--- config.mk ---
export PLATFORM = sky130hd
export DESIGN_NAME = cr_top
export DESIGN_NICKNAME = d
export VERILOG_FILES = /design/src/hdl/cr_pkg.sv /design/src/hdl/kbd_fifo.sv /design/src/hdl/cr_mem.sv /design/src/hdl/cr_top.sv
export VERILOG_INCLUDE_DIRS = /design/src /design/src/hdl
export SDC_FILE = /design/constraint.sdc
export NUM_CORES = 1
export LEC_CHECK = 0
export BUFFER_PORTS_ARGS = -buffer_cell sky130_fd_sc_hd__buf_2
export CAP_MARGIN = 5
export CORE_MARGIN = 2
export CORE_UTILIZATION = 55
export DETAILED_ROUTE_END_ITERATION = 10
export GPL_TIMING_DRIVEN = 0
export PLACE_DENSITY = 0.79
export SLEW_MARGIN = 40
export SYNTH_ARGS = -nofsm -noshare
export SYNTH_HDL_FRONTEND = slang
export SYNTH_SLANG_ARGS = --single-unit
export TNS_END_PERCENT = 10
--- constraint.sdc ---
create_clock -name Clk -period 4.07 [get_ports Clk]
set_input_delay 0.6105 -clock Clk [delete_from_list [all_inputs] [get_ports Clk]]
set_output_delay 0.6105 -clock Clk [all_outputs]
set_load 0.02 [all_outputs]
--- src/hdl/cr_cfg.svh ---
// Offsets are byte offsets on 16-bit addresses; KBD_FIFO_DEPTH must be a power of two, 2 to 16
`ifndef CR_CFG_SVH
`define CR_CFG_SVH

// ----------------------------------------
// Register map offsets
// ----------------------------------------

// Seven-segment raw bytes, read/write
`define CR_SEG7_0         16'h0000
`define CR_SEG7_1         16'h0004
`define CR_SEG7_2         16'h0008
`define CR_SEG7_3         16'h000C
`define CR_SEG7_4         16'h0010
`define CR_SEG7_5         16'h0014

// LED bank, read/write
`define CR_LED            16'h0018

// Keyboard scan enable, bit 0 only
`define CR_KBD_SCANF_EN   16'h001C

// Board inputs, read only
`define CR_BUTTON_0       16'h0020
`define CR_BUTTON_1       16'h0024
`define CR_SWITCH         16'h0028
`define CR_JOYSTICK_X     16'h002C
`define CR_JOYSTICK_Y     16'h0030

// Keyboard status and data, read only
// A core read of data pops the FIFO
`define CR_KBD_READY      16'h0034
`define CR_KBD_DATA       16'h0038

// ----------------------------------------
// Keyboard FIFO and pipeline constants
// ----------------------------------------
`define KBD_FIFO_DEPTH    4

// Flops between board pins and the read mux
`define CR_IN_SYNC_STAGES 2

// Flops between the register and the board outputs
`define CR_OUT_STAGES     2

`endif

--- src/hdl/cr_pkg.sv ---
// Types only; struct field order fixes the bit layout seen at the cr_top board ports
package cr_pkg;

    // ----------------------------------------
    // Width typedefs
    // ----------------------------------------

    // Data word on core and fabric ports
    typedef logic [31:0] cr_word_t;

    // Register byte offset
    typedef logic [15:0] cr_addr_t;

    // Raw segment pattern, one byte per digit
    typedef logic [7:0] seg7_t;

    typedef logic [9:0] led_t;
    typedef logic [9:0] switch_t;

    // Joystick axis sample from the board ADC
    typedef logic [11:0] joy_t;

    // Keyboard scan code
    typedef logic [7:0] scan_code_t;

    // ----------------------------------------
    // Board structs
    // ----------------------------------------

    // Board inputs, 36 bits, asynchronous to Clk
    typedef struct packed {
        logic    button_0;
        logic    button_1;
        switch_t switch;
        joy_t    joystick_x;
        joy_t    joystick_y;
    } fpga_in_t;

    // Board outputs, 58 bits
    typedef struct packed {
        seg7_t seg7_0;
        seg7_t seg7_1;
        seg7_t seg7_2;
        seg7_t seg7_3;
        seg7_t seg7_4;
        seg7_t seg7_5;
        led_t  led;
    } fpga_out_t;

    // ----------------------------------------
    // Keyboard structs
    // ----------------------------------------

    // FIFO view toward the register map
    // kbd_data valid only while kbd_ready
    typedef struct packed {
        logic       kbd_ready;
        scan_code_t kbd_data;
    } kbd_rd_t;

    // Register map control toward the FIFO
    typedef struct packed {
        logic kbd_pop;
        logic kbd_scanf_en;
    } kbd_ctrl_t;

endpackage

--- src/hdl/kbd_fifo.sv ---
// KBD_FIFO_DEPTH must be a power of two from 2 to 16; pushes while disabled or full are lost
`timescale 1ns/10ps

`include "cr_cfg.svh"

module kbd_fifo
    import cr_pkg::*;
(
    input  logic       Clk,
    input  logic       rst_n,

    // Keyboard side, one-cycle strobe per code
    input  scan_code_t scan_code,
    input  logic       scan_valid,

    // Register map side
    input  kbd_ctrl_t  kbd_ctrl,
    output kbd_rd_t    kbd_rd
);

    localparam int DEPTH = `KBD_FIFO_DEPTH;
    localparam int PTR_W = $clog2(DEPTH);
    // One extra bit so a full FIFO is distinct from empty
    localparam int CNT_W = PTR_W + 1;

    scan_code_t       mem [DEPTH];
    logic [PTR_W-1:0] rd_ptr;
    logic [PTR_W-1:0] wr_ptr;
    logic [CNT_W-1:0] count;

    logic full;
    logic empty;
    logic push;
    logic pop;

    assign full  = (count == CNT_W'(DEPTH));
    assign empty = (count == '0);

    // Gated by the scan enable and free space
    assign push = scan_valid && kbd_ctrl.kbd_scanf_en && !full;
    assign pop  = kbd_ctrl.kbd_pop && !empty;

    // ----------------------------------------
    // Storage
    // ----------------------------------------
    always_ff @(posedge Clk) begin
        if (push) begin
            mem[wr_ptr] <= scan_code;
        end
    end

    // ----------------------------------------
    // Pointers and count
    // ----------------------------------------

    // Pointers wrap on their own width
    always_ff @(posedge Clk) begin
        if (!rst_n) begin
            rd_ptr <= '0;
            wr_ptr <= '0;
            count  <= '0;
        end else begin
            if (push) begin
                wr_ptr <= wr_ptr + 1'b1;
            end
            if (pop) begin
                rd_ptr <= rd_ptr + 1'b1;
            end
            case ({push, pop})
                2'b10:   count <= count + 1'b1;
                2'b01:   count <= count - 1'b1;
                // Both or neither leave the count alone
                default: ;
            endcase
        end
    end

    // Head entry, zero while empty
    assign kbd_rd.kbd_ready = !empty;
    assign kbd_rd.kbd_data  = empty ? '0 : mem[rd_ptr];

endmodule

--- src/hdl/cr_mem.sv ---
// Core must not assert wren and rden together; fabric port is read only and never pops the FIFO
`timescale 1ns/10ps

`include "cr_cfg.svh"

module cr_mem
    import cr_pkg::*;
(
    input  logic      Clk,
    input  logic      rst_n,

    // Core port
    input  cr_addr_t  address,
    input  cr_word_t  data,
    input  logic      wren,
    input  logic      rden,
    output cr_word_t  q,

    // Fabric port, read only
    input  cr_addr_t  address_b,
    output cr_word_t  q_b,

    // Board pins
    input  fpga_in_t  fpga_in,
    output fpga_out_t fpga_out,

    // Keyboard FIFO
    input  kbd_rd_t   kbd_rd,
    output kbd_ctrl_t kbd_ctrl
);

    // Read/write registers as the core last wrote them
    fpga_out_t out_reg;
    logic      scanf_en;

    // Board side pipelines
    fpga_in_t  in_sync  [`CR_IN_SYNC_STAGES];
    fpga_out_t out_pipe [`CR_OUT_STAGES];

    // ----------------------------------------
    // Read mux shared by both ports
    // ----------------------------------------

    // Each field zero-extended to the word
    // Unmapped offsets read zero
    function automatic cr_word_t read_reg(
        input cr_addr_t  addr,
        input fpga_out_t rw,
        input logic      scanf,
        input fpga_in_t  ro,
        input kbd_rd_t   kbd
    );
        cr_word_t val;
        val = '0;
        case (addr)
            // Read/write
            `CR_SEG7_0:       val = {24'b0, rw.seg7_0};
            `CR_SEG7_1:       val = {24'b0, rw.seg7_1};
            `CR_SEG7_2:       val = {24'b0, rw.seg7_2};
            `CR_SEG7_3:       val = {24'b0, rw.seg7_3};
            `CR_SEG7_4:       val = {24'b0, rw.seg7_4};
            `CR_SEG7_5:       val = {24'b0, rw.seg7_5};
            `CR_LED:          val = {22'b0, rw.led};
            `CR_KBD_SCANF_EN: val = {31'b0, scanf};
            // Read only, synchronized board inputs
            `CR_BUTTON_0:     val = {31'b0, ro.button_0};
            `CR_BUTTON_1:     val = {31'b0, ro.button_1};
            `CR_SWITCH:       val = {22'b0, ro.switch};
            `CR_JOYSTICK_X:   val = {20'b0, ro.joystick_x};
            `CR_JOYSTICK_Y:   val = {20'b0, ro.joystick_y};
            // Read only, straight from the FIFO
            `CR_KBD_READY:    val = {31'b0, kbd.kbd_ready};
            `CR_KBD_DATA:     val = {24'b0, kbd.kbd_data};
            default:          val = '0;
        endcase
        return val;
    endfunction

    // ----------------------------------------
    // Core write decode
    // ----------------------------------------

    // Only the low bits of each field are kept
    always_ff @(posedge Clk) begin
        if (!rst_n) begin
            out_reg  <= '0;
            scanf_en <= 1'b0;
        end else if (wren) begin
            case (address)
                `CR_SEG7_0:       out_reg.seg7_0 <= data[7:0];
                `CR_SEG7_1:       out_reg.seg7_1 <= data[7:0];
                `CR_SEG7_2:       out_reg.seg7_2 <= data[7:0];
                `CR_SEG7_3:       out_reg.seg7_3 <= data[7:0];
                `CR_SEG7_4:       out_reg.seg7_4 <= data[7:0];
                `CR_SEG7_5:       out_reg.seg7_5 <= data[7:0];
                `CR_LED:          out_reg.led    <= data[9:0];
                `CR_KBD_SCANF_EN: scanf_en       <= data[0];
                // Read-only and unmapped offsets drop the write
                default: ;
            endcase
        end
    end

    // ----------------------------------------
    // Board input synchronizer
    // ----------------------------------------

    // Pins -> stage 0 -> last stage -> read mux
    always_ff @(posedge Clk) begin
        if (!rst_n) begin
            for (int i = 0; i < `CR_IN_SYNC_STAGES; i++) begin
                in_sync[i] <= '0;
            end
        end else begin
            in_sync[0] <= fpga_in;
            for (int i = 1; i < `CR_IN_SYNC_STAGES; i++) begin
                in_sync[i] <= in_sync[i-1];
            end
        end
    end

    // ----------------------------------------
    // Board output staging
    // ----------------------------------------

    // Register -> stage 0 -> last stage -> pins
    always_ff @(posedge Clk) begin
        if (!rst_n) begin
            for (int i = 0; i < `CR_OUT_STAGES; i++) begin
                out_pipe[i] <= '0;
            end
        end else begin
            out_pipe[0] <= out_reg;
            for (int i = 1; i < `CR_OUT_STAGES; i++) begin
                out_pipe[i] <= out_pipe[i-1];
            end
        end
    end

    assign fpga_out = out_pipe[`CR_OUT_STAGES-1];

    // ----------------------------------------
    // Registered read ports
    // ----------------------------------------

    // Core q returns to zero when rden drops
    always_ff @(posedge Clk) begin
        if (!rst_n) begin
            q <= '0;
        end else if (rden) begin
            q <= read_reg(address, out_reg, scanf_en,
                          in_sync[`CR_IN_SYNC_STAGES-1], kbd_rd);
        end else begin
            q <= '0;
        end
    end

    // Fabric port samples every cycle
    always_ff @(posedge Clk) begin
        if (!rst_n) begin
            q_b <= '0;
        end else begin
            q_b <= read_reg(address_b, out_reg, scanf_en,
                            in_sync[`CR_IN_SYNC_STAGES-1], kbd_rd);
        end
    end

    // ----------------------------------------
    // Keyboard control
    // ----------------------------------------

    // Pop in the same cycle as the core read
    // q captures the head before the FIFO drops it
    assign kbd_ctrl.kbd_pop      = rden && (address == `CR_KBD_DATA) && kbd_rd.kbd_ready;
    assign kbd_ctrl.kbd_scanf_en = scanf_en;

endmodule

--- src/hdl/cr_top.sv ---
// fpga_in is asynchronous to Clk; the core must not assert wren and rden in the same cycle
`timescale 1ns/10ps

module cr_top
    import cr_pkg::*;
(
    input  logic       Clk,
    input  logic       rst_n,

    // Core port
    input  cr_addr_t   address,
    input  cr_word_t   data,
    input  logic       wren,
    input  logic       rden,
    output cr_word_t   q,

    // Fabric read port
    input  cr_addr_t   address_b,
    output cr_word_t   q_b,

    // Board pins
    input  fpga_in_t   fpga_in,
    output fpga_out_t  fpga_out,

    // Keyboard
    input  scan_code_t scan_code,
    input  logic       scan_valid,
    output logic       kbd_scanf_en
);

    // ----------------------------------------
    // Register map to FIFO wiring
    // ----------------------------------------
    kbd_ctrl_t kbd_ctrl;
    kbd_rd_t   kbd_rd;

    // Enable bit also goes back out to the keyboard
    assign kbd_scanf_en = kbd_ctrl.kbd_scanf_en;

    // Control registers and both read ports
    cr_mem u_cr_mem (
        .Clk       (Clk),
        .rst_n     (rst_n),
        .address   (address),
        .data      (data),
        .wren      (wren),
        .rden      (rden),
        .q         (q),
        .address_b (address_b),
        .q_b       (q_b),
        .fpga_in   (fpga_in),
        .fpga_out  (fpga_out),
        .kbd_rd    (kbd_rd),
        .kbd_ctrl  (kbd_ctrl)
    );

    // Scan-code buffer
    kbd_fifo u_kbd_fifo (
        .Clk        (Clk),
        .rst_n      (rst_n),
        .scan_code  (scan_code),
        .scan_valid (scan_valid),
        .kbd_ctrl   (kbd_ctrl),
        .kbd_rd     (kbd_rd)
    );

endmodule

# [After elaboration in Yosys (flattened, before gate mapping)]
# Memory sizes are Yosys's and may differ from the RTL's. A register that Yosys moved wholly into a read port is not among the register bits.
# Cells that the tools add are included.
[word_totals] register_bits=130 ram_bits=220 in_bits=113 out_inout_bits=123 word_cells=89 mem_count=3
[op_classes] n_addsub=4 eq_ne=31 muxes=14 bitwise=4 reduce_logical=20
[memory_table] memory="u_cr_mem.out_pipe" words=2 word_bits=58 rd=2 rd_clocked_by_memory_dff=0 write_ports=2 line_no="cr_mem.sv:38" source="fpga_out_t out_pipe [`CR_OUT_STAGES];"
[memory_table] memory="u_cr_mem.in_sync" words=2 word_bits=36 rd=2 rd_clocked_by_memory_dff=0 write_ports=2 line_no="cr_mem.sv:37" source="fpga_in_t in_sync [`CR_IN_SYNC_STAGES];"
[memory_table] memory="u_kbd_fifo.mem" words=4 word_bits=8 rd=1 rd_clocked_by_memory_dff=1 write_ports=1 line_no="kbd_fifo.sv:26" source="scan_code_t mem [DEPTH];"
[ops] op="$pmux 12 s15" n=2
[ops] op="$eq 16x6->1 const B" n=14
[ops] op="$eq 16x5->1 const B" n=8
[ops] op="$mux 58" n=2
[ops] op="$mux 36" n=2
[ops] op="$eq 16x4->1 const B" n=4
[ops] op="$eq 16x3->1 const B" n=2
[ops] op="$logic_not 16->1" n=2
[ops] op="$reduce_and 2->1" n=9
[ops] op="$mux 8" n=1
[ops] op="$pmux 3 s2" n=1
[ops] op="$logic_and 1x1->1" n=5
[ops] op="$add 2x1->2 const B" n=2
[ops] op="$mux 1" n=4
[ops] op="$mux 2" n=2
[ops] op="$or 1x1->1" n=4
[ops] op="$add 3x1->3 const B" n=1
[ops] op="$eq 3x3->1 const B" n=1
[ops] op="$logic_not 3->1" n=1
[ops] op="$sub 3x1->3 const B" n=1
[ops] op="$eq 2x1->1 const B" n=1
[ops] op="$eq 2x2->1 const B" n=1
[ops] op="$logic_not 1->1" n=2
[ops] op="$reduce_bool 2->1" n=1

# [Depth between registers and ports, before layout]
[logic_depth] depth_word=6 ltp_mapped=11 ltp_nobuf=9

# [By module]
# From an unflattened synthesis, not the netlist that was laid out.
[hier_totals] cells_unflattened=1138 area_unflattened_um2=12365.6
[by_module_without_submodules] mod="cr_mem" instances=1 cells_per_inst=1033 area_each_um2=10581.4
[by_module_without_submodules] mod="kbd_fifo" instances=1 cells_per_inst=105 area_each_um2=1784.2

# [Worst setup path before layout]
# No wires, ideal clock.
[synth_path] path_type="input-to-reg" startpoint="in address[13]" endpoint="reg u_kbd_fifo.count[2]" setup_ps=76 arrival_time_ps=3124 required_time_ps=3994 path_slack_ps=870 cell_stages=11 n_path_buf=2 cell_sequence="or4_4 -> buf_6 -> buf_2 -> nor3_1 -> and3_1 -> ha_1 -> inv_1 -> fa_1 -> xor2_1 -> or3_1 -> a21boi_0"
[synth_via] elab_chain_cells=6 elab_cells_between_ends=8 cone_classes="3 x eq/ne; 1 x mux; 4 x reduce/logical"
[synth_lines] item="from (decl)" line_no="cr_top.sv:11" source="input cr_addr_t address,"
[synth_lines] item="$eq 16x6->1 (no line) *"
[synth_lines] item="$logic_and 1x1->1 * (2 in series)" line_no="cr_mem.sv:174" source="assign kbd_ctrl.kbd_pop = rden && (address == `CR_KBD_DATA) && kbd_rd.kbd_ready;"
[synth_lines] item="$logic_and 1x1->1 *" line_no="kbd_fifo.sv:41" source="assign pop = kbd_ctrl.kbd_pop && !empty;"
[synth_lines] item="via u_kbd_fifo.pop" line_no="kbd_fifo.sv:34" source="logic pop;"
[synth_lines] item="$eq 2x1->1 or $eq 2x2->1 (tied branches)" line_no="kbd_fifo.sv:69" source="case ({push, pop})"
[synth_lines] item="$pmux 3 s2 or $reduce_bool 2->1 (tied branches)"
[synth_lines] item="to (signal assigned)" line_no="kbd_fifo.sv:70" source="2'b10: count <= count + 1'b1;"
[synth_lines] item="to (signal assigned)" line_no="kbd_fifo.sv:71" source="2'b01: count <= count - 1'b1;"
[synth_lines] item="to (decl)" line_no="kbd_fifo.sv:29" source="logic [CNT_W-1:0] count;"
# The timed path passes the listed nets; every way through them passes the cells marked *.
# A chain may end at the register's enable or synchronous reset.

# [Final worst setup path]
[layout_path] startpoint="in address[9]" endpoint="reg u_kbd_fifo.count[2]"
# The elaborated chain is that of the path after synthesis.

==> results by group <==
Floorplanning
  • Die W: 153.4 microns
  • Boundary pin count: approximately 240
  • Core area: 21,890 sq um
  • Die H: ~150 microns
  • Die area: between 20,000 and 25,000 sq um
  • Std cell rows: 54
  • Starting Density: 0.5609

Min path
  • Worst hold path class: input port to register
  • Hold Path Depth: 2

Clock network
  • CTS Sinks: 312
  • Hold buffers post-CTS: 0
  • Post-CTS Setup Inserts: 0
  • Clock Latency Late Sink: about 0.55 ns
  • CTS tree: yes
  • Clock slew at reported path FFs: 0.07 ns
  • Clk root buf: clkbuf_16
  • Inserted Clock Buffers: 28
  • Clock buffer depth: 3
  • H-tree depth: 1
  • Post-CTS sizing: 0

Drt
  • Drt drc: 0
  • Drt wl/cell: 21.35 microns
  • Pre-antenna DRT Iters: 8
  • Antenna Nets Post-Route: 0
  • Detailed Route WL: between 30,000 and 40,000 microns
  • DR vias/cell: about 5.6
  • Vias: between 9k and 10k
  • Initial drt markers: 847

Place
  • GPL Wtd Cong: 1.015
  • Post-DP HPWL: 27,720 microns
  • Port Buffers: 170
  • Place WS: 0.3977 ns

Synthesis
  • Average cell area after synthesis: 10.66 sq um
  • Synth Register Bits: 312
  • Synth Flop Type: dfxtp_1
  • Post-synth EDFFs: 32
  • Synth warn: 0
  • Register area share after synthesis: 0.5348
  • Distinct cell type count after synthesis: 69
  • Gate Count Post-Synth: 1,152
  • Asr flop ratio synth: 0
  • Post-Synthesis Cell Area: 12,280 sq um

Critical path
  • CP endpoint kind: register
  • Crit path largest cell delay: between 0.5 and 0.6 ns
  • CP required: 4.54 ns
  • Critical path class: input port to register
  • Critical Path Most Common Cell: buf_2
  • Reg2reg path depth: 9
  • Worst setup SP type: input port
  • CP arrival: roughly 3.6 ns
  • Critical Path, Cell by Cell: buf_2 -> or4_1 -> buf_4 -> buf_2 -> nor3_1 -> and3_1 -> ha_1 -> inv_1 -> fa_1 -> xor2_1 -> or3_1 -> a21boi_0
  • CP max-delay cell: or4_1
  • Crit path max fanout: 10

Pwr
  • Clock network fraction of total power: 0.448
  • Switching Power: around 1.3 mW
  • Largest vdd supply drop: 428.2 uV
  • Pwr Total: 6.216 mW
  • Sw frac: 0.2099
  • Reg power frac: 0.507
  • PwrDens: between 400 and 500 nW/um^2
  • Leakage: around 6.0 nW
  • P_int: around 4.9 mW
  • Gate power share: 0.045

Final layout
  • Commonest non-fill, non-tap cell in the layout: dfxtp_1
  • Layout cells sized above 1: 0.2703
  • Most frequent cells in the layout: dfxtp_1 (280), and2_1 (201), buf_2 (183)
  • ANT cells: 0
  • Max reg flops: 116
  • Fin nets: 1,511
  • Final Core Density: 0.6723
  • Syn-to-layout area delta: 19.87%

STA
  • Rel. slew slack: 0.4053
  • Final worst path period share: 0.7692
  • Final Max Slew Viols: 0
  • Final setup violating endpoints: 0
  • Layout Skew: 0.01217 ns
  • Final hold viol count: 0
  • Hold Slack: 0.2701 ns
  • RSZ-0062 raised after global routing: false
  • Final min period: between 3 and 4 ns
  • Slack of the critical path: 0.9392 ns
  • TNS Setup: 0 ns
  • Fmax: approximately 320 MHz
  • Slew @ Worst Pin: ~0.89 ns

Global routing
  • Initial antenna violation count: 1
  • First-pass GRT wire length: 54,330 microns
  • GRT Util Overall: 0.3025
  • Vias in the first global route: 9,036
  • Largest net degree at the start of global routing: 16
  • Overflow after GRT: 0

Flow run
  • Max cap viols: 0

Status
  • Outcome: complete, no violations
## area by class of cell
cell class,count,area [sq um]
Buffer,166,1052
Multi-Input combinational cell,700,4845
Tap cell,280,350.3
Sequential cell,312,6566
Inverter,13,48.80
Clock buffer,39,823.3
Fill cell,1720,7173
Timing Repair Buffer,171,855.8
Clock inverter,12,176.4
## metal layers
metal / GRT usage / wire, microns
met1: 0.3816 / 14490
met5: 0 / 13
met2: 0.5119 / 17010
met3: 0.06238 / 2918
met4: 0.1175 / 1720
## power groups by stage
stage / clock [mW] / sequential [mW] / combinational (mW)
2_1_floorplan: 0 / 3.21 / 0.162
3_3_place_gp: 0 / 3.22 / 0.263
3_5_place_dp: 0 / 3.22 / 0.272
4_1_cts: 2.81 / 3.15 / 0.273
5_1_grt: 2.93 / 3.15 / 0.301
6_report: 2.78 / 3.15 / 0.279
## critical path: cells and delay by family
kind	cells	cell delay, ns
compound gates	1	0.17
xor+xnor	1	0.18
fa+ha+maj	2	0.58
buf+inv	4	0.60
simple gates	4	1.48
## cells in the mapped netlist (16+ instances only)
cell type / instances / area (sq um)
dfxtp_1: 280 / 5605
and2_1: 201 / 1257
buf_4: 100 / 750.7
nand2_1: 79 / 296.5
clkbuf_1: 46 / 172.7
a21boi_0: 39 / 292.8
edfxtp_1: 32 / 960.9
a22oi_1: 30 / 225.2
nand3_1: 30 / 150.1
nor2_1: 24 / 90.09
mux2i_1: 22 / 220.2
nor2b_1: 19 / 118.9
a221oi_1: 17 / 148.9
a31oi_1: 16 / 100.1
## metrics by stage
stage	cell area [sq um]	std cells
after floorplan	12420	1191
after global placement	13630	1641
after detailed placement	13680	1642
after CTS	14680	1693
after global routing	14720	1693
final	14720	1693
## cell families (layout without fill, tap and decap cells)
| group | after synthesis | in the layout | share of synthesized area |
|---|---|---|---|
| AND/OR/NAND/NOR | 447 | 447 | 0.2234 |
| buffers and inverters | 179 | 401 | 0.08958 |
| adder cells (fa/ha/maj) | 6 | 6 | 0.006726 |
| AO/OA/AOI/OAI | 166 | 166 | 0.1037 |
| XOR/XNOR | 6 | 6 | 0.004280 |
| multiplexers | 35 | 35 | 0.03719 |
| other | 1 | 40 | 0.0003054 |
| flip-flops | 312 | 312 | 0.5348 |
## worst paths after layout
path / from / slack [ns] / end
max: address[9] / 0.94 / u_kbd_fifo.count[2]$_SDFFE_PN0P_
min: fpga_in[3] / 0.27 / u_cr_mem.in_sync[0][3]$_SDFF_PN0_
max reg2reg: u_kbd_fifo.count[0]$_SDFFE_PN0P_ / 1.50 / u_kbd_fifo.count[2]$_SDFFE_PN0P_
min reg2reg: u_cr_mem.out_pipe[0][20]$_SDFF_PN0_ / 0.43 / u_cr_mem.out_pipe[0][78]$_SDFF_PN0_
(Power assumes the default switching activity.)
